## src/ppu_pkg.sv

```systemverilog
package ppu_pkg;

  // ========================================
  // Line and frame timing
  // ========================================

  // Dots in one scanline
  localparam logic [8:0] dots_per_line = 9'd456;
  // Lines per frame, VBlank lines included
  localparam logic [7:0] lines_per_frame = 8'd154;
  // Visible lines
  localparam logic [7:0] screen_height = 8'd144;
  // Visible pixels per line
  localparam logic [7:0] screen_width = 8'd160;
  // Fixed wait standing in for the OAM scan
  localparam logic [8:0] mode2_len = 9'd80;

  // ========================================
  // CPU address map
  // ========================================

  // 8 KB video RAM window
  localparam logic [15:0] vram_start = 16'h8000;
  localparam logic [15:0] vram_end = 16'h9FFF;

  // LCD registers, FF46 (DMA) not present
  localparam logic [15:0] reg_lcdc = 16'hFF40;
  localparam logic [15:0] reg_stat = 16'hFF41;
  localparam logic [15:0] reg_scy = 16'hFF42;
  localparam logic [15:0] reg_scx = 16'hFF43;
  localparam logic [15:0] reg_ly = 16'hFF44;
  localparam logic [15:0] reg_lyc = 16'hFF45;
  localparam logic [15:0] reg_bgp = 16'hFF47;

  // Background pixel FIFO
  localparam int fifo_depth = 16;
  localparam int fifo_ptr_w = $clog2(fifo_depth);

  // Fetcher steps
  localparam logic [1:0] fetch_map = 2'd0;
  localparam logic [1:0] fetch_lo = 2'd1;
  localparam logic [1:0] fetch_hi = 2'd2;
  localparam logic [1:0] fetch_push = 2'd3;

  // Same encoding as STAT bits 1:0
  typedef enum logic [1:0] {
    mode_hblank = 2'd0,
    mode_vblank = 2'd1,
    mode_oam    = 2'd2,
    mode_xfer   = 2'd3
  } ppu_mode_t;

  // LCDC seen as bus byte or as control flags
  typedef union packed {
    logic [7:0] raw;
    struct packed {
      logic lcd_en;
      logic win_map;
      logic win_en;
      logic tile_data_sel;
      logic bg_map_sel;
      logic obj_size;
      logic obj_en;
      logic bg_en;
    } flags;
  } lcdc_t;

endpackage

```

## src/pixel_fifo.sv

```systemverilog
module pixel_fifo (
  input  logic        clk,
  input  logic        reset,
  input  logic        flush,
  input  logic        push,
  input  logic [15:0] push_pixels,
  input  logic        pop,
  output logic [1:0]  pop_pixel,
  output logic [4:0]  count,
  output logic        empty
);
  import ppu_pkg::*;

  logic [1:0]            mem [fifo_depth];
  logic [fifo_ptr_w-1:0] wr_ptr;
  logic [fifo_ptr_w-1:0] rd_ptr;
  logic                  do_pop;

  assign empty     = (count == 5'd0);
  // Pop on empty is ignored
  assign do_pop    = pop && !empty;
  assign pop_pixel = mem[rd_ptr];

  // Pointers and fill level, flush wins
  always_ff @(posedge clk or posedge reset) begin
    if (reset) begin
      wr_ptr <= '0;
      rd_ptr <= '0;
      count  <= 5'd0;
    end else if (flush) begin
      wr_ptr <= '0;
      rd_ptr <= '0;
      count  <= 5'd0;
    end else begin
      if (push) begin
        wr_ptr <= wr_ptr + fifo_ptr_w'(8);
      end
      if (do_pop) begin
        rd_ptr <= rd_ptr + fifo_ptr_w'(1);
      end
      count <= count + (push ? 5'd8 : 5'd0) - (do_pop ? 5'd1 : 5'd0);
    end
  end

  // Eight entries per push, wrapping
  always_ff @(posedge clk) begin
    if (push && !flush) begin
      for (int i = 0; i < 8; i++) begin
        mem[wr_ptr + fifo_ptr_w'(i)] <= push_pixels[2*i +: 2];
      end
    end
  end

endmodule

```

## config.mk

```make
export PLATFORM = sky130hd
export DESIGN_NAME = pixel_fifo
export DESIGN_NICKNAME = d
export VERILOG_FILES = /design/src/ppu_pkg.sv /design/src/pixel_fifo.sv
export SDC_FILE = /design/constraint.sdc
export NUM_CORES = 1
export LEC_CHECK = 0
export ABC_AREA = 1
export BUFFER_PORTS_ARGS = -buffer_cell sky130_fd_sc_hd__clkbuf_2
export CAP_MARGIN = 10
export CORE_UTILIZATION = 40
export CTS_BUF_LIST = sky130_fd_sc_hd__clkbuf_8
export CTS_CLUSTER_SIZE = 16
export DETAILED_ROUTE_END_ITERATION = 6
export SLEW_MARGIN = 20
export SYNTH_ARGS = -nofsm -noshare
export SYNTH_HDL_FRONTEND = slang
export SYNTH_SLANG_ARGS = --single-unit
```

## constraint.sdc

```tcl
create_clock -name clk -period 5.1 [get_ports clk]
set_input_delay 0 -clock clk [delete_from_list [all_inputs] [get_ports clk]]
set_output_delay 0 -clock clk [all_outputs]
set_load 0.005 [all_outputs]
```

Word level (Yosys, flattened, before mapping)
Memory sizes are Yosys's and may differ from the RTL's.
Index checks and enable logic that the tools add are counted.

storage, ports and cells
  memories = 1
  latch bits = 0
  output and inout port bits = 8
  memory bits (writable) = 32
  bits in registers = 13
  ROM bits = 0

memory list
  memory  depth  width  rd ports  clocked after memory_dff  wr ports  line              text
  mem     16     2      1         0                         8         pixel_fifo.sv:14  logic [1:0] mem [fifo_depth];

cells by class
  $mul = 0
  bitwise logic cells = 0
  shift-type cells = 0
  divide/modulo/power cells = 0
  equality and inequality tests = 0
  reduce and logical (&&, ||, !) cells = 7
  order comparisons = 0
  add/subtract/negate cells = 11
  muxes and demuxes = 9

operator list
  operator                                     number
  two-way mux 4 bit                            5
  adder 4 x 3 -> 4 bit, second input constant  4
  adder 4 x 1 -> 4 bit, second input constant  2
  adder 4 x 2 -> 4 bit, second input constant  2
  adder 5 x 4 -> 5 bit                         1
  zero test 5 bit                              1
  two-way mux 5 bit                            1
  subtractor 5 x 1 -> 5 bit                    1
  adder 4 bit, second input constant           1
  nonzero test 2 bit                           2
  two-way mux 1 bit                            3
  logical AND 1 bit                            2
  zero test 1 bit                              2

Logic depth before layout (Yosys ltp)
  depth after elaboration = 6
  gate-level depth with buffers = 11
  depth with buffers taken out = 11

Least setup slack after synthesis
Ideal clock, no wire load.

  path kind = register to register
  start point = register count[1]
  end point = register count[3]
  arrival time = 1.858 ns
  data required time = 4.982 ns
  clock period less this slack = 1.976 ns
  setup slack = 3.124 ns
  path buffers = 0
  cell stages (with the launch flop) = 12
  setup time = 0.118 ns
  cell sequence = dfrtp_1 > inv_1 > nand4_1 > nand2_1 > inv_1 > ha_1 > inv_1 > ha_1 > inv_1 > fa_1 > xor2_1 > nor2_1

between the ends
  longest elaborated chain between the ends = 6

ends and longest elaborated chain
  element                                                       line              text
  start: declaration                                            pixel_fifo.sv:9   output logic [4:0] count,
  start signal: assignment                                      pixel_fifo.sv:41  count <= count + (push ? 5'd8 : 5'd0) - (do_pop ? 5'd1 : 5'd0);
  branches (longest 4 deep; another with adder 5 x 4 -> 5 bit)  --
  subtractor 5 x 1 -> 5 bit (*)                                 pixel_fifo.sv:41
  two-way mux 5 bit (*)                                         pixel_fifo.sv:30  end else if (flush) begin

Mark *: on every way between the ends.
A chain may end at the register's enable or synchronous reset.

Final worst setup path
Ends and elaborated chain as after synthesis.

==> qor.csv <==
metric,value,unit
post-synthesis cell area,0.00222,sq mm
met3 Usage GRT,0.0251,
Worst-Skew Late Latency,0.29,ns
crit-path cells,inv_1 -> nand4_1 -> nand2_1 -> inv_1 -> ha_1 -> inv_1 -> ha_1 -> inv_1 -> fa_1 -> xor2_1 -> nor2_1,
Cell Pwr Density,374,mW/mm^2
R2R setup slack,2.93,ns
Final Hold Fails,0,
Worst R2R End,count[3],
outcome,"complete, no violations",
Most common cell on crit path,inv_1,
maximum vdd drop,0.187,mV
initial drt markers,62,
"most common cell after layout, fill and taps aside",nand2_1,
DIE WIDTH,76.6,um
Avg Inst Size Synth,8.46,sq um
setup slack at placement,2.95,ns
met1 Usage GRT,0.228,
vias in the first global route,1672,
vias per inst,4.72,
reg2reg start,count[1],
Die Ht,76.6,um
Hold Path Class,in2reg,
remaining antenna violation count after routing,0,
DRC Markers,0,
sequential share of the synthesized area,0.544,
post-route setup slack,2.93,ns
hold worst-path end,wr_ptr[3],
TNS Setup,0,ns
Overall Global Routing Usage,0.176,
area grow syn2layout,13.9,%
I/O Buffers,28,
Clock Sinks,42,
"commonest cells after routing, fill and taps aside","65 x nand2_1, 54 x inv_1, 32 x edfxtp_1",
FMAX,461,MHz
GPL Wtd Cong,0.846,
Final #Nets,320,
Crit Path Max Fanout,6,
Synth top area share,0.432,
vias,1712,
Num CTS Buffers,5,
Unique masters post-synth,20,
clk buf depth,2,
Worst Hold Depth,4,
number of synthesized register bits,42,
Mapped Nets,291,
setup repair after global routing missed its margin,no,
core box area,0.00524,sq mm
fin crit share,0.426,
P_leak,1.29,nW
Max Cap Viol,0,
Synth Instances,263,
Max-slew headroom,0.475,
Reg2Reg Depth,11,
WL/cell,12.8,um
Rows,26,
Initial Utilization,0.425,
CTS H-tree depth,2,
first-pass GRT wire length,7790,um
"Max stage delay cell, worst path",dfrtp_1,
setup bufs post-CTS,0,
DP Wirelength,3390,um
ANT cells,0,
Worst Setup Path Type,reg2reg,
YS warnings,0,
top post-synthesis cells by area,"edfxtp_1 43%, dfrtp_1 11%, nand2_1 11%",
IO Count,29,
startpoint of the lowest-slack hold path,push,
clock-pin slew on the worst setup and hold paths,0.08,ns
layout cells sized above 1,0.137,
grt met2 use,0.286,
fin crit period,2.17,ns
Detailed Route WL,4650,um
Required @ worst endpoint,5.29,ns
die area,0.00586,sq mm
Worst setup SP type,register,
Max stage delay on crit path,0.40,ns
WP data arrival,2.36,ns
CTS tree,yes,
Layout Skew,0.00453,ns
largest net degree at the start of global routing,26,
Slew @ Worst Pin,0.787,ns
Initial DRT Pass Iterations,4,
Clock Tree Root,clkbuf_8,
cell taking the most area after synthesis,edfxtp_1,
initial antenna violation count,0,
global route total overflow,0,
final setup vio count,0,
max-slew violation count,0,
fillers,531,
CP endpoint kind,register,
busiest metal layer after global routing,met2,
-- timing repair --
action                    CTS  global route
resized for setup           0             0
hold buffers                5             0
hold endpoints to repair   21             0
-- worst max-delay path: cells and delay by family, from the launching register on --
family                     cells  cell delay (ns)
adders and majority gates      3             0.72
buffers and inverters          4             0.31
xor gates and xnor gates       1             0.16
and+or+nand+nor                3             0.49
DFF                            1             0.40
-- stage by stage --
stage	power, mW	hold WS [ns]	std cells	utilization	cell area (sq um)
6_report	0.949	0.0424	363	0.484	2530
5_1_grt	1.02	0.0786	363	0.484	2530
4_1_cts	0.956	0.0389	363	0.484	2530
3_5_place_dp	0.746	0.00726	350	0.458	2400
3_3_place_gp	0.745	-0.00974	350	0.458	2400
2_1_floorplan	0.662	-0.160	263	-	2220
-- area by class of cell --
type / count / area [sq um] / share of cell area
Clock buffer: 5 / 68.8 / 0.0271
Clock inverter: 3 / 16.3 / 0.00642
Inverter: 55 / 206 / 0.0814
Multi-Input combinational cell: 153 / 739 / 0.292
Sequential cell: 42 / 1210 / 0.478
Tap cell: 70 / 87.6 / 0.0346
Timing Repair Buffer: 35 / 205 / 0.0809
-- state kept, by name, summed over array words and instances (netlist names) --
| signal | count |
|---|---|
| mem | 32 |
| count | 5 |
| wr_ptr | 1 |
| rd_ptr | 4 |
-- worst max path at each step --
| stage | from | endpoint | slack (ns) | cells after the start |
|---|---|---|---|---|
| detailed placement | count[1] | count[3] | 2.95 | 11 |
| floorplan | count[1] | count[3] | 3.12 | 11 |
| finish | count[1] | count[3] | 2.93 | 11 |
| global route | count[1] | count[3] | 2.72 | 11 |
| CTS | count[1] | count[3] | 2.93 | 11 |
| global placement | count[1] | count[3] | 3.00 | 11 |
-- power by group --
| part | switching, mW | total [mW] | internal (mW) |
|---|---|---|---|
| sequential | 0.0434 | 0.448 | 0.405 |
| clock | 0.114 | 0.207 | 0.0937 |
| combinational | 0.172 | 0.294 | 0.121 |
| total | 0.330 | 0.949 | 0.620 |
-- Yosys cell counts --
cell type / instances
nand2_1: 65
inv_1: 54
edfxtp_1: 32
o21ai_0: 28
nand3_1: 23
nor2_1: 19
dfrtp_1: 10
ha_1: 6
buf_2: 5
clkbuf_1: 4
nand4_1: 4
buf_4: 3
a21oi_1: 2
xor2_1: 2
clkbuf_2: 1
fa_1: 1
inv_2: 1
nand2_2: 1
nor2_2: 1
xnor2_1: 1
-- routing by layer --
| layer | vias up | part of all wire |
|---|---|---|
| li1 | 881 | - |
| met5 | - | 0 |
| met4 | 0 | 0.023 |
| met1 | 776 | 0.48 |
| met2 | 45 | 0.45 |
| met3 | 10 | 0.044 |
-- cell families (layout without fill, tap and decap cells) --
| group | after synthesis | after routing | share of synthesized area |
|---|---|---|---|
| buffers and inverters | 68 | 98 | 0.123 |
| and+or+nand+nor | 113 | 113 | 0.210 |
| adders and majority gates | 7 | 7 | 0.0427 |
| DFF | 42 | 42 | 0.544 |
| xor gates and xnor gates | 3 | 3 | 0.0118 |
| AOI/OAI and AO/OA | 30 | 30 | 0.0675 |
Note: power is estimated with default switching activity, not from simulation.
