## config.mk

```make
export PLATFORM = sky130hd
export DESIGN_NAME = pixel_output
export DESIGN_NICKNAME = d
export VERILOG_FILES = /design/src/ppu_pkg.sv /design/src/pixel_output.sv
export SDC_FILE = /design/constraint.sdc
export NUM_CORES = 1
export LEC_CHECK = 0
export BUFFER_PORTS_ARGS = -buffer_cell sky130_fd_sc_hd__buf_2
export CAP_MARGIN = 10
export CORE_MARGIN = 1.5
export CORE_UTILIZATION = 30
export CTS_CLUSTER_DIAMETER = 60
export DETAILED_ROUTE_END_ITERATION = 8
export SETUP_SLACK_MARGIN = 0.02
export SLEW_MARGIN = 20
export SYNTH_ARGS = -nofsm -noshare
export SYNTH_HDL_FRONTEND = slang
export SYNTH_SLANG_ARGS = --single-unit
```

## constraint.sdc

```tcl
create_clock -name clk -period 2.6 [get_ports clk]
set_input_delay 0.39 -clock clk [delete_from_list [all_inputs] [get_ports clk]]
set_output_delay 0.39 -clock clk [all_outputs]
set_load 0.01 [all_outputs]
```

## src/ppu_pkg.sv

```systemverilog
package ppu_pkg;

  // ========================================
  // Line and frame timing
  // ========================================

  // Dots in one scanline
  localparam logic [8:0] dots_per_line = 9'd456;
  // Lines per frame, VBlank lines included
  localparam logic [7:0] lines_per_frame = 8'd154;
  // Visible lines
  localparam logic [7:0] screen_height = 8'd144;
  // Visible pixels per line
  localparam logic [7:0] screen_width = 8'd160;
  // Fixed wait standing in for the OAM scan
  localparam logic [8:0] mode2_len = 9'd80;

  // ========================================
  // CPU address map
  // ========================================

  // 8 KB video RAM window
  localparam logic [15:0] vram_start = 16'h8000;
  localparam logic [15:0] vram_end = 16'h9FFF;

  // LCD registers, FF46 (DMA) not present
  localparam logic [15:0] reg_lcdc = 16'hFF40;
  localparam logic [15:0] reg_stat = 16'hFF41;
  localparam logic [15:0] reg_scy = 16'hFF42;
  localparam logic [15:0] reg_scx = 16'hFF43;
  localparam logic [15:0] reg_ly = 16'hFF44;
  localparam logic [15:0] reg_lyc = 16'hFF45;
  localparam logic [15:0] reg_bgp = 16'hFF47;

  // Background pixel FIFO
  localparam int fifo_depth = 16;
  localparam int fifo_ptr_w = $clog2(fifo_depth);

  // Fetcher steps
  localparam logic [1:0] fetch_map = 2'd0;
  localparam logic [1:0] fetch_lo = 2'd1;
  localparam logic [1:0] fetch_hi = 2'd2;
  localparam logic [1:0] fetch_push = 2'd3;

  // Same encoding as STAT bits 1:0
  typedef enum logic [1:0] {
    mode_hblank = 2'd0,
    mode_vblank = 2'd1,
    mode_oam    = 2'd2,
    mode_xfer   = 2'd3
  } ppu_mode_t;

  // LCDC seen as bus byte or as control flags
  typedef union packed {
    logic [7:0] raw;
    struct packed {
      logic lcd_en;
      logic win_map;
      logic win_en;
      logic tile_data_sel;
      logic bg_map_sel;
      logic obj_size;
      logic obj_en;
      logic bg_en;
    } flags;
  } lcdc_t;

endpackage

```

## src/pixel_output.sv

```systemverilog
module pixel_output (
  input  logic               clk,
  input  logic               reset,
  input  logic               flush,
  input  ppu_pkg::ppu_mode_t mode,
  input  logic [7:0]         scx,
  input  logic [7:0]         bgp,
  input  logic [7:0]         ly,
  input  logic               empty,
  input  logic [1:0]         pop_pixel,
  output logic               pop,
  output logic               pixel_valid,
  output logic [1:0]         pixel_color,
  output logic [7:0]         pixel_x,
  output logic [7:0]         pixel_y,
  output logic               line_done
);
  import ppu_pkg::*;

  logic [7:0] x_cnt;
  logic [2:0] drop_cnt;
  logic       dropping;

  // Drain whatever is ready until the line is full
  assign pop      = (mode == mode_xfer) && !flush && !empty && (x_cnt < screen_width);
  // Fine scroll, first SCX mod 8 pixels thrown away
  assign dropping = (drop_cnt < scx[2:0]);

  always_ff @(posedge clk or posedge reset) begin
    if (reset) begin
      x_cnt       <= screen_width;
      drop_cnt    <= 3'd0;
      pixel_valid <= 1'b0;
      line_done   <= 1'b0;
    end else begin
      pixel_valid <= 1'b0;
      // One cycle after the last pixel of the line
      line_done   <= pixel_valid && (pixel_x == screen_width - 8'd1);
      if (flush) begin
        x_cnt    <= 8'd0;
        drop_cnt <= 3'd0;
      end else if (pop) begin
        if (dropping) begin
          drop_cnt <= drop_cnt + 3'd1;
        end else begin
          pixel_valid <= 1'b1;
          x_cnt       <= x_cnt + 8'd1;
        end
      end
    end
  end

  // Shade through BGP, index n selects bits 2n+1:2n
  always_ff @(posedge clk) begin
    if (pop && !dropping) begin
      pixel_color <= bgp[{pop_pixel, 1'b0} +: 2];
      pixel_x     <= x_cnt;
      pixel_y     <= ly;
    end
  end

endmodule

```

---- Yosys cells after proc, flatten, opt, wreduce, memory -nomap -nowiden ----
Index checks and enable logic that the tools add are counted.
storage, ports and cells
  bits in latches ......................... 0
  memories ................................ 0
  flip-flop bits (word level) ............. 31
  bits in read-only memories .............. 0
  RAM bits ................................ 0
  output and inout port bits .............. 21
  logic and storage cells ................. 36
operators by class
  $lt $le $gt $ge ......................... 2
  multiplexer cells ....................... 9
  equality and inequality tests ........... 3
  bitwise gates (word level) .............. 0
  reduce and logical (&&, ||, !) cells .... 12
  shift-type cells ........................ 1
  div/mod/pow operators ................... 0
  multipliers ............................. 0
  $add $sub $neg .......................... 2
operator list
  operator                                                       number
  8-bit two-way mux                                              3
  3-bit two-way mux                                              3
  8-bit by 1-bit adder with 8-bit output, second input constant  1
  8-bit == test, second input constant                           1
  8-bit < comparator, second input constant                      1
  8-bit by 4-bit indexed part select with 2-bit output           1
  1-bit logical AND                                              5
  2-bit AND reduction                                            2
  2-bit nonzero test                                             2
  3-bit by 1-bit adder with 3-bit output, second input constant  1
  1-bit zero test                                                3
  3-bit < comparator                                             1
  1-bit two-way mux                                              3
  2-bit == test, second input constant                           1
  2-bit inequality test, second input constant                   1

---- Logic depth before layout (Yosys ltp) ----
  word-level depth ........................ 6
  gate-level depth with buffers ........... 7
  gate-level depth less buffers ........... 6

---- Worst setup path before layout ----
OpenSTA, ideal clock, no wires.
  path kind ............................... in2reg
  from .................................... in scx[2]
  to ...................................... reg pixel_color[0], enable pin
  arrival ................................. 1.957 ns
  buffers on the path ..................... 1
  slack ................................... 0.248 ns
  stages .................................. 6
  setup time .............................. 0.395 ns
  cell sequence ........................... inv_1 -> ha_1 -> nand2_1 -> o21a_1 -> buf_4 -> nor2_1
on the way
  word-level cells in the longest chain between the ends .. 3
RTL lines
  element               RTL line            RTL
  start, declared       pixel_output.sv:6   input logic [7:0] scx,
  3-bit < comparator    pixel_output.sv:27  assign dropping = (drop_cnt < scx[2:0]);
  1-bit zero test       pixel_output.sv:55  if (pop && !dropping) begin
  1-bit logical AND     pixel_output.sv:55
  end signal, assigned  pixel_output.sv:56  pixel_color <= bgp[{pop_pixel, 1'b0} +: 2];
  end, declared         pixel_output.sv:13  output logic [1:0] pixel_color,
Every way passes these cells.
A chain may end at the register's enable or synchronous reset.

---- Final worst setup path ----
  from .................................... reg drop_cnt[2]
  to ...................................... reg x_cnt[0]
on the way
  word-level cells in the longest chain between the ends .. 3
RTL lines
  element                          RTL line            RTL
  start, declared                  pixel_output.sv:21  logic [2:0] drop_cnt;
  start signal, assigned           pixel_output.sv:44  drop_cnt <= drop_cnt + 3'd1;
  3-bit < comparator               pixel_output.sv:27
  2-bit inequality test (no line)  n/a
  2-bit AND reduction (no line)    n/a
  end signal, assigned             pixel_output.sv:31  x_cnt <= screen_width;
  end signal, assigned             pixel_output.sv:47  x_cnt <= x_cnt + 8'd1;
  end, declared                    pixel_output.sv:20  logic [7:0] x_cnt;
Every way passes these cells.

==> reports/qor_table.md <==
| Item | Reported |
| --- | --- |
| Worst endpoint data arrival time | 2220 ps |
| Port buffer count | 47 |
| Via count | 984 |
| Effective utilization at floorplan | 31.02% |
| I/O Pins | 53 |
| Dominant cells by area after synthesis | edfxtp_1, dfrtp_1, dfstp_2 |
| Die X | 69.87 um |
| Synthesized instance count | 96 |
| Largest net degree at the start of global routing | 21 |
| Post-detail-place hpwl | 1.959 mm |
| Post-layout net count | 184 |
| Flop and latch count out of synthesis | 31 |
| Vertical die dimension | 69.87 um |
| Clock root buffer | clkbuf_8 |
| Fin. max-slew vios | 0 |
| Number of design-rule violations left by the first detailed-router iteration | 41 |
| Reg-to-reg startpoint | drop_cnt[2] |
| Antenna violations before repair | 0 |
| Relative contribution of combinational cells to total power | 4.7% |
| Clock network latency to the later pin of the worst-skew pair | 280 ps |
| H-tree depth | 2 |
| Kind of start point of the critical path | register |
| Switching share of power | 19.34% |
| Post-synthesis cell type count | 31 |
| Sort of element at the end of the critical path | register |
| Worst Skew | 2.064 ps |
| Die Area | 4881 um^2 |
| Count of instances resized after the clock tree is built | 0 |
| Antenna Nets Post-Route | 0 |
| CTS tree | yes |
| DR vias/cell | 4.896 |
| Average detailed-routed wire length per instance | 13.05 um |
| Maximum vdd ir drop | 0.1864 mV |
| Switching power of the nets | 198.2 uW |
| Fraction of synthesized cell area taken by the top area cell type | 40.30% |
| Cell accounting for the most synthesized area | edfxtp_1 |
| Share of power burned in registers | 51.1% |
| Endpoints failing setup | 0 |
| Core area | 4324 um^2 |
| Design internal power | 826.4 uW |
| Required time worst endpoint | 2770 ps |
| Max-cap violations | 0 |
| Relative max-transition margin | 65.44% |
| Global routing usage summed across all routing layers | 11.61% |
| Routability Congestion | 0.7410 |
| Length in cells of the worst reg-to-reg path | 6 |
| Total leakage power | 0.0007474 uW |
| Post-Synthesis Net Count | 132 |
| Critical-path cell list | ha_1, a21oi_1, o21a_1, nor2_1, buf_4, mux2_2 |
| Syn. warnings | 0 |
| Clock slew at reported path FFs | 60 ps |
| Final Routed Wirelength | 2.623 mm |
| Worst-path cell with the longest stage delay | o21a_1 |
| Global-route wire length before repair | 4.457 mm |
| Diode count | 0 |
| Number of design rule violations left after detail routing | 0 |
| Timing-limited maximum frequency | 488.6 MHz |
| Post-synthesis cell area | 1341 um^2 |
| Iteration count of the initial detailed-routing pass | 4 |
| Buffers inserted by post-CTS timing repair | 0 |
| Relative contribution of the clock network to total power | 44.2% |
| Final hold violation count | 0 |
| Power Dens Cells | 594.3 nW/um^2 |
| Actual slew at the worst max-slew pin | 517.9 ps |
| Sum of negative setup slack | 0 ps |
| Standard-cell rows | 24 |
| Crit path max fanout | 20 |
| Worst-case clock buffer depth | 2 |
| CP max stage delay | 450 ps |
| Post-Syn Area per Cell | 13.97 um^2 |
| Result of the run | completed |
| Syn-to-layout area delta | 28.54% |
| CTS Buf Count | 5 |
| Setup repair after global routing missed its margin | no |
| CTS Hold Bufs | 0 |
| Overall Power | 1025 uW |
| Register-to-register path setup slack | 550 ps |
| Fraction of layout instances using a drive strength above 1 | 42.95% |
| Remaining Overflow, GRT | 0 |
| Final worst path period share | 78.72% |
| Vias in the first global route | 1032 |
| Crit path kind | reg -> reg |
| Final critical delay including setup and external delays | 2047 ps |
| Share of synthesized area occupied by flip-flops and latches | 64.74% |
| Classification of the worst-slack hold path | in -> async |
| Sink count of the clock tree | 31 |
| Worst r2r dst | x_cnt[0] |
## critical path, delay by kind of cell, from the launching register on
family | cells | cell delay [ps]
mux | 1 | 280
compound gates | 2 | 630
fa+ha+maj | 1 | 300
buf+inv | 1 | 230
flops | 1 | 410
simple gates | 1 | 90
## routing by layer
metal / wire length (um) / GRT usage [%] / share of wire [%]
met1: 1010 / 11.43 / 39
met2: 1444 / 21.90 / 55
met3: 129 / 3.463 / 4.9
met4: 38 / 5.556 / 1.4
met5: 0 / 0 / 0
## final cells by class
class | instances | area, um^2
fill | 437 | 2600
inverter | 5 | 18.77
clock buffer | 5 | 68.82
clock inverter | 3 | 38.79
tap | 52 | 65.06
sequential | 31 | 868.3
multi-input combinational | 57 | 421.7
timing repair buffer | 48 | 242.7
## power groups by stage
stage	Sequential [uW]	Combinational, uW	Clock, uW
final	524	48.4	452
after CTS	524	49.4	466
after global placement	533	46.4	0
after floorplan	534	25.1	0
after detailed placement	534	49.3	0
after global routing	524	54.5	484
## worst max path at each step
stage	from	to	slack, ps
6_report	drop_cnt[2]	x_cnt[0]	550
5_1_grt	drop_cnt[2]	x_cnt[0]	400
4_1_cts	drop_cnt[2]	x_cnt[0]	560
3_5_place_dp	scx[2]	x_cnt[0]	470
3_3_place_gp	scx[2]	x_cnt[0]	510
2_1_floorplan	scx[2]	pixel_color[0]	250
## through the flow
step / cell area (um^2) / utilization (%) / setup WS (ps) / hold WS, ps / cells
final: 1724 / 39.87 / 553.4 / 130.8 / 201
after global routing: 1724 / 39.87 / 402.3 / 185.3 / 201
after CTS: 1724 / 39.87 / 560.6 / 141.6 / 201
after detailed placement: 1617 / 37.38 / 471.0 / 421.4 / 193
after global placement: 1617 / 37.38 / 509.7 / 415.5 / 193
after floorplan: 1341 / - / 248.2 / 265.5 / 96
## cell families (layout without fill, tap and decap cells)
family | Yosys count | after routing | synth area share, %
buf+inv | 8 | 61 | 3.825
mux | 5 | 5 | 5.783
fa+ha+maj | 4 | 4 | 3.731
compound gates | 18 | 18 | 8.302
flops | 31 | 31 | 64.74
simple gates | 30 | 30 | 13.62
## state kept, by name (all words and copies together), names as in the netlist
name         cells
line_done        1
pixel_x          8
x_cnt            8
pixel_y          8
pixel_color      2
drop_cnt         3
pixel_valid      1
## cell usage in the layout, fill, tap and decap left out, drive strengths merged, types with 2 or more instances in the layout
cell	n
o21a	2
dfstp	2
o21ai	5
mux2	2
dfrtp	11
nor4b	4
edfxtp	18
nand3	8
o31ai	2
a21oi	6
clkinv	2
ha	4
mux4	2
nand2	6
buf	48
or4	2
clkbuf	5
inv	5
nor2	3
## cells in the mapped netlist (all sizes together)
cell type  count
nor2           3
or4            2
o21ai          5
ha             4
and2b          1
nand2          6
o41ai          1
o21a           2
nor4b          4
a21oi          6
dfrtp         11
o31ai          2
and4bb         1
mux4           2
inv            5
mux2i          1
buf            2
or3            1
nand3          8
nand4b         1
clkbuf         1
edfxtp        18
mux2           2
nor2b          1
and3           1
o311ai         1
a211o          1
dfstp          2
nor4           1
(Power assumes the default switching activity.)
