$ cat config.mk
export PLATFORM = sky130hd
export DESIGN_NAME = ppu_timing
export DESIGN_NICKNAME = d
export VERILOG_FILES = /design/src/ppu_pkg.sv /design/src/ppu_timing.sv
export SDC_FILE = /design/constraint.sdc
export NUM_CORES = 1
export LEC_CHECK = 0
export ABC_CLOCK_PERIOD_IN_PS = 2400
export CORE_MARGIN = 1
export CORE_UTILIZATION = 65
export CTS_BUF_LIST = sky130_fd_sc_hd__clkbuf_2
export DETAILED_ROUTE_END_ITERATION = 12
export DONT_BUFFER_PORTS = 1
export GPL_TIMING_DRIVEN = 0
export PLACE_DENSITY = 0.79
export REMOVE_ABC_BUFFERS = 1
export SETUP_SLACK_MARGIN = 0.3
export SLEW_MARGIN = 20
export SYNTH_ARGS = -nofsm -noshare
export SYNTH_HDL_FRONTEND = slang
export SYNTH_SLANG_ARGS = --single-unit
$ cat constraint.sdc
create_clock -name clk -period 2.4 [get_ports clk]
set_clock_uncertainty 0.05 [all_clocks]
set_input_delay 0 -clock clk [delete_from_list [all_inputs] [get_ports clk]]
set_output_delay 0 -clock clk [all_outputs]
set_load 0.005 [all_outputs]
$ cat src/ppu_pkg.sv
package ppu_pkg;

  // ========================================
  // Line and frame timing
  // ========================================

  // Dots in one scanline
  localparam logic [8:0] dots_per_line = 9'd456;
  // Lines per frame, VBlank lines included
  localparam logic [7:0] lines_per_frame = 8'd154;
  // Visible lines
  localparam logic [7:0] screen_height = 8'd144;
  // Visible pixels per line
  localparam logic [7:0] screen_width = 8'd160;
  // Fixed wait standing in for the OAM scan
  localparam logic [8:0] mode2_len = 9'd80;

  // ========================================
  // CPU address map
  // ========================================

  // 8 KB video RAM window
  localparam logic [15:0] vram_start = 16'h8000;
  localparam logic [15:0] vram_end = 16'h9FFF;

  // LCD registers, FF46 (DMA) not present
  localparam logic [15:0] reg_lcdc = 16'hFF40;
  localparam logic [15:0] reg_stat = 16'hFF41;
  localparam logic [15:0] reg_scy = 16'hFF42;
  localparam logic [15:0] reg_scx = 16'hFF43;
  localparam logic [15:0] reg_ly = 16'hFF44;
  localparam logic [15:0] reg_lyc = 16'hFF45;
  localparam logic [15:0] reg_bgp = 16'hFF47;

  // Background pixel FIFO
  localparam int fifo_depth = 16;
  localparam int fifo_ptr_w = $clog2(fifo_depth);

  // Fetcher steps
  localparam logic [1:0] fetch_map = 2'd0;
  localparam logic [1:0] fetch_lo = 2'd1;
  localparam logic [1:0] fetch_hi = 2'd2;
  localparam logic [1:0] fetch_push = 2'd3;

  // Same encoding as STAT bits 1:0
  typedef enum logic [1:0] {
    mode_hblank = 2'd0,
    mode_vblank = 2'd1,
    mode_oam    = 2'd2,
    mode_xfer   = 2'd3
  } ppu_mode_t;

  // LCDC seen as bus byte or as control flags
  typedef union packed {
    logic [7:0] raw;
    struct packed {
      logic lcd_en;
      logic win_map;
      logic win_en;
      logic tile_data_sel;
      logic bg_map_sel;
      logic obj_size;
      logic obj_en;
      logic bg_en;
    } flags;
  } lcdc_t;

endpackage

$ cat src/ppu_timing.sv
module ppu_timing (
  input  logic               clk,
  input  logic               reset,
  input  ppu_pkg::lcdc_t     lcdc,
  input  logic [7:0]         lyc,
  input  logic [3:0]         stat_en,
  input  logic               line_done,
  output ppu_pkg::ppu_mode_t mode,
  output logic [7:0]         ly,
  output logic               coincidence,
  output logic               flush,
  output logic               vblank_req,
  output logic               stat_req
);
  import ppu_pkg::*;

  logic [8:0] dot;
  logic       line_end;
  logic [7:0] ly_prev;
  ppu_mode_t  mode_prev;
  logic       lyc_hit;
  logic       mode_hit;

  assign line_end    = (dot == dots_per_line - 9'd1);
  assign coincidence = (ly == lyc);

  // ========================================
  // Dot and line counters
  // ========================================
  always_ff @(posedge clk or posedge reset) begin
    if (reset) begin
      dot <= 9'd0;
      ly  <= 8'd0;
    end else if (!lcdc.flags.lcd_en) begin
      // Held at top of frame while display is off
      dot <= 9'd0;
      ly  <= 8'd0;
    end else if (line_end) begin
      dot <= 9'd0;
      ly  <= (ly == lines_per_frame - 8'd1) ? 8'd0 : ly + 8'd1;
    end else begin
      dot <= dot + 9'd1;
    end
  end

  // ========================================
  // Mode state machine
  // ========================================
  always_ff @(posedge clk or posedge reset) begin
    if (reset) begin
      mode  <= mode_oam;
      flush <= 1'b0;
    end else begin
      flush <= 1'b0;
      if (!lcdc.flags.lcd_en) begin
        mode <= mode_oam;
      end else if (line_end) begin
        // Next line decides the mode, also ends a stuck transfer
        if (ly == screen_height - 8'd1) begin
          mode <= mode_vblank;
        end else if (ly == lines_per_frame - 8'd1) begin
          mode <= mode_oam;
        end else if (mode != mode_vblank) begin
          mode <= mode_oam;
        end
      end else begin
        case (mode)
          mode_oam: begin
            if (dot == mode2_len - 9'd1) begin
              // Restart fetcher and FIFO with the transfer
              mode  <= mode_xfer;
              flush <= 1'b1;
            end
          end
          mode_xfer: begin
            if (line_done) begin
              mode <= mode_hblank;
            end
          end
          default: ;
        endcase
      end
    end
  end

  // ========================================
  // Interrupt requests
  // ========================================
  // STAT enables 6:3 map to stat_en 3:0
  assign lyc_hit  = stat_en[3] && coincidence && (ly != ly_prev);
  assign mode_hit = (mode != mode_prev) &&
                    ((stat_en[2] && mode == mode_oam) ||
                     (stat_en[1] && mode == mode_vblank) ||
                     (stat_en[0] && mode == mode_hblank));

  always_ff @(posedge clk or posedge reset) begin
    if (reset) begin
      ly_prev    <= 8'd0;
      mode_prev  <= mode_oam;
      vblank_req <= 1'b0;
      stat_req   <= 1'b0;
    end else begin
      ly_prev    <= ly;
      mode_prev  <= mode;
      // Entry into line 144, one pulse per frame
      vblank_req <= lcdc.flags.lcd_en && (ly == screen_height) &&
                    (ly_prev == screen_height - 8'd1);
      // No requests while the display is off
      stat_req   <= lcdc.flags.lcd_en && (lyc_hit || mode_hit);
    end
  end

endmodule

# Yosys cells after proc, flatten, opt, wreduce, memory -nomap -nowiden
# Cells that the tools add are included.
[word_totals]
register_bits = 32
latchBits = 0
mem_bits_rw = 0
romBits = 0
input_bits = 23
output_inout_bits = 14
word_cells = 59
n_memories = 0
[classes]
addsub = 2
mul = 0
div = 0
n_lt_le_gt_ge = 0
eq_ne = 18
shift = 0
n_mux = 17
bitwise_logic = 0
n_reduce_logical = 14
[ops]
columns = ["operator", "n"]
rows = [
  ["$eq 8x8->1 const B", 4],
  ["$mux 8", 3],
  ["$mux 9", 2],
  ["$mux 2", 7],
  ["$add 9x1->9 const B", 1],
  ["$eq 9x7->1 const B", 1],
  ["$eq 9x9->1 const B", 1],
  ["$logic_and 1x1->1", 9],
  ["$add 8x1->8 const B", 1],
  ["$eq 8x8->1", 1],
  ["$ne 4x4->1 const B", 2],
  ["$ne 8x8->1", 1],
  ["$ne 5x2->1 const B", 1],
  ["$eq 2x2->1 const B", 2],
  ["$mux 1", 4],
  ["$ne 2x1->1 const B", 2],
  ["$ne 4x1->1 const B", 1],
  ["$pmux 2 s2", 1],
  ["$reduce_and 4->1", 1],
  ["$logic_or 1x1->1", 3],
  ["$eq 2x1->1 const B", 1],
  ["$logic_not 2->1", 1],
  ["$ne 2x2->1", 1],
]

# Longest topological paths before layout
[logic_depth]
word_depth = 7
mapped_depth = 7
ltp_nobuf = 7

# Worst setup path after synthesis
# OpenSTA, ideal clock, no wires.
[synth_timing]
path_kind = "register to register"
startpoint = "reg ly[5]"
endpoint = "reg mode[0]"
setup_time_ps = 120
t_arrival_ps = 1764
required_time_ps = 2230
slack_ps = 467
path_stages_with_launch = 6
path_buffers = 1
period_less_slack_ps = 1933
path_cell_list = "dfrtp_1 buf_4 or3b_4 or3_4 a32o_1 a31o_1"
[synth_between]
elab_chain_len = 5
elab_cells_between_ends = 8
cone_classes = "3 x eq/ne; 4 x mux; 1 x reduce/logical"
[synth_rtl]
columns = ["item", "line", "text"]
rows = [
  ["from (decl)", "ppu_timing.sv:9", "output logic [7:0] ly,"],
  ["from (signal assigned)", "ppu_timing.sv:40", "ly <= (ly == lines_per_frame - 8'd1) ? 8'd0 : ly + 8'd1;"],
  ["$eq 8x8->1", "ppu_timing.sv:61", "end else if (ly == lines_per_frame - 8'd1) begin"],
  ["$mux 2", "ppu_timing.sv:61", ""],
  ["$mux 2", "ppu_timing.sv:59", "if (ly == screen_height - 8'd1) begin"],
  ["$mux 2", "ppu_timing.sv:57", "end else if (line_end) begin"],
  ["$mux 2", "ppu_timing.sv:55", "if (!lcdc.flags.lcd_en) begin"],
  ["to (signal assigned)", "ppu_timing.sv:56", "mode <= mode_oam;"],
  ["to (signal assigned)", "ppu_timing.sv:60", "mode <= mode_vblank;"],
  ["to (signal assigned)", "ppu_timing.sv:62", "mode <= mode_oam;"],
  ["to (decl)", "ppu_timing.sv:8", "output ppu_pkg::ppu_mode_t mode,"],
]
# Parallel ways exist; a longest one is shown, timed or not.
# A chain may end at the register's enable or synchronous reset.

# Worst setup path in the final report
# Same ends and word-level chain as after synthesis.

==> impl_metrics.json <==
{
  "clock.fmax_mhz": 496,
  "wl_per_cell_um": 15.9,
  "antenna_found_initial": 0,
  "synth_area_leaders": "dfrtp_1, xnor2_1, nand2_1",
  "dp.cells": 195,
  "antenna_cells": 0,
  "final.setup.worst_slack_ns": 0.385,
  "period_minus_slack_ns": 2.01,
  "cts_tree": "built",
  "irDropWorstVdd_v": 0.000429,
  "gp_congestion": 0.854,
  "pwr_density_cell_nw_per_um2": 451,
  "place_ws_ns": 0.382,
  "crit_path_max_fanout": 10,
  "place_area_um2": 1730,
  "vias_per_cell": 6.06,
  "drive_gt1_share_pct": 16.1,
  "fin_cells": 210,
  "numCtsBuffers": 5,
  "met1_length_um": 1480,
  "clkSlewWorstSetupHoldPaths_ns": 0.16,
  "max_slew_margin_pct": 57.0,
  "async_reset_ff_share_pct": 100,
  "ioPinCount": 37,
  "ys_warn_count": 0,
  "finalPower_mw": 0.846,
  "io_buffers": 0,
  "cts-root-buf": "clkbuf_2",
  "worst_slew_pin_slew_ns": 0.645,
  "coreArea_um2": 2500,
  "required_ns": 2.61,
  "finalInstanceArea_um2": 1870,
  "synth_ff_type": "dfrtp_1",
  "synth.cell_area_um2": 1730,
  "synth_cell_types": 44,
  "cap_violations": 0,
  "yosysTopAreaCellShare_pct": 43.4,
  "holdCritPathClass": "in -> async",
  "overflow": 0,
  "fin_util_pct": 75.0,
  "cts_max_path_buffers": 2,
  "setup_viol": 0,
  "p_leak_nw": 0.819,
  "area_growth_pct": 8.24,
  "rows": 18,
  "clk_latency_ns": 0.37,
  "die_area_um2": 2870,
  "cts.htree.levels": 2,
  "critPathLaunchType": "flop",
  "die_width_um": 53.6,
  "dr.max_layer_used": "met4",
  "finalNetCount": 206,
  "hpwl_um": 2240,
  "syn_avg_cell_area_um2": 10.0,
  "initial_core_util_pct": 69.3,
  "ant_nets": 0,
  "slew_viol_final": 0,
  "arrival_ns": 2.22,
  "rsz0062_at_grt": "yes",
  "fin_crit_sh_pct": 83.9,
  "setup_tns_ns": 0,
  "end_kind": "flop",
  "syn_inst": 173,
  "whs_ns": 0.102,
  "outcome": "finished clean",
  "post-route-drc-count": 0,
  "finalWirelength_um": 3340,
  "ys_seq_elements": 32,
  "wl_met3_um": 150,
  "cts.sinks": 32,
  "grt_pass1_wl_um": 5290,
  "yosys.area.top_type": "dfrtp_1",
  "crit_type": "reg -> reg",
  "die-height_um": 53.6,
  "grt_util_all_layers_pct": 27.2,
  "met2RoutedLength_um": 1640,
  "drt_iter0_drc": 7,
  "hold_violations": 0,
  "synth-edff-count": 0,
  "grt_max_degree": 33,
  "yosysSeqAreaShare_pct": 46.4,
  "grt_pass1_vias": 1226,
  "drtPass1Iterations": 4,
  "vias": 1273
}
-- cell families after synthesis --
| kind of cell | Yosys count | share of synthesized area, % |
|---|---|---|
| AO/OA/AOI/OAI | 23 | 8.74 |
| XOR/XNOR | 24 | 12.1 |
| adder cells (fa/ha/maj) | 4 | 2.89 |
| buffers and inverters | 13 | 3.40 |
| flip-flops | 32 | 46.4 |
| multiplexers | 5 | 2.89 |
| AND/OR/NAND/NOR | 72 | 23.6 |
-- flip-flops by register name, summed over array words and instances, names as in the netlist --
register	count
dot	9
ly	8
ly_prev	8
mode	2
mode_prev	2
flush	1
stat_req	1
vblank_req	1
-- where the power goes --
group	switching (mW)	internal, mW	leakage (nW)
Combinational	0.0233	0.0177	0.360
Clock	0.172	0.0860	0.0332
Sequential	0.00339	0.544	0.426
Total	0.199	0.647	0.819
-- routing by layer --
| metal | GRT usage, % | vias up |
|---|---|---|
| li1 | - | 608 |
| met1 | 31.7 | 621 |
| met2 | 44.4 | 36 |
| met3 | 7.06 | 8 |
| met4 | 17.5 | 0 |
| met5 | 0 | - |
-- critical path, stage by stage (launching register included) --
cell     delay, ns
dfrtp_2       0.51
or3b_4        0.45
nor4b_4       0.32
nor2_2        0.14
a32o_1        0.24
a31o_1        0.20
-- cells in the final DEF, fill, tap and decap left out, types with 3 or more instances in the layout --
master / count
dfrtp_1: 23
xnor2_1: 20
nand2_1: 15
nor2_1: 13
nand3_1: 8
o21ai_0: 8
clkbuf_2: 8
dfrtp_2: 7
nand4_1: 6
mux2i_1: 5
dlygate4sd3_1: 5
and2_1: 4
inv_1: 4
a21oi_1: 4
ha_1: 4
and3_1: 3
xor2_1: 3
nor3_1: 3
-- path summary, 6_finish.rpt --
| kind | startpoint | to | slack (ns) | cells after the start |
|---|---|---|---|---|
| max in group asynchronous | reset | ly[4] | 1.72 | 2 |
| min in group clk | lyc[7] | coincidence | 0.11 | 3 |
| setup reg to reg | ly[5] | mode[0] | 0.39 | 5 |
| hold / removal | reset | dot[1] | 0.10 | 2 |
| setup / recovery | ly[5] | mode[0] | 0.39 | 5 |
| hold reg to reg | mode[1] | mode_prev[1] | 0.39 | 0 |
-- synthesized netlist by cell type (2+ instances only) --
master,number
dfrtp_1,30
xnor2_1,21
nand2_1,15
nor2_1,14
nand3_1,8
o21ai_0,8
nand4_1,6
inv_1,5
mux2i_1,5
a21oi_1,4
and2_1,4
clkbuf_1,4
ha_1,4
and3_1,3
nor3_1,3
xor2_1,3
a211oi_1,2
buf_2,2
buf_4,2
dfstp_2,2
nand2b_1,2
nor2b_1,2
nor3b_1,2
nor4_1,2
-- final cells by class --
type,count,area (um2)
inverter,5,18.8
tap,30,37.5
timing repair buffer,7,75.1
sequential,32,812
clock buffer,8,40.0
multi-input combinational,128,891
fill,170,626
-- timing repair --
| item | in CTS | in global routing |
|---|---|---|
| hold buffers | 5 | 0 |
| setup buffers | 0 | 2 |
| setup endpoints to repair | 0 | 5 |
| gates resized for setup | 0 | 11 |
| hold endpoints to repair | 52 | 0 |
(Power assumes the default switching activity.)
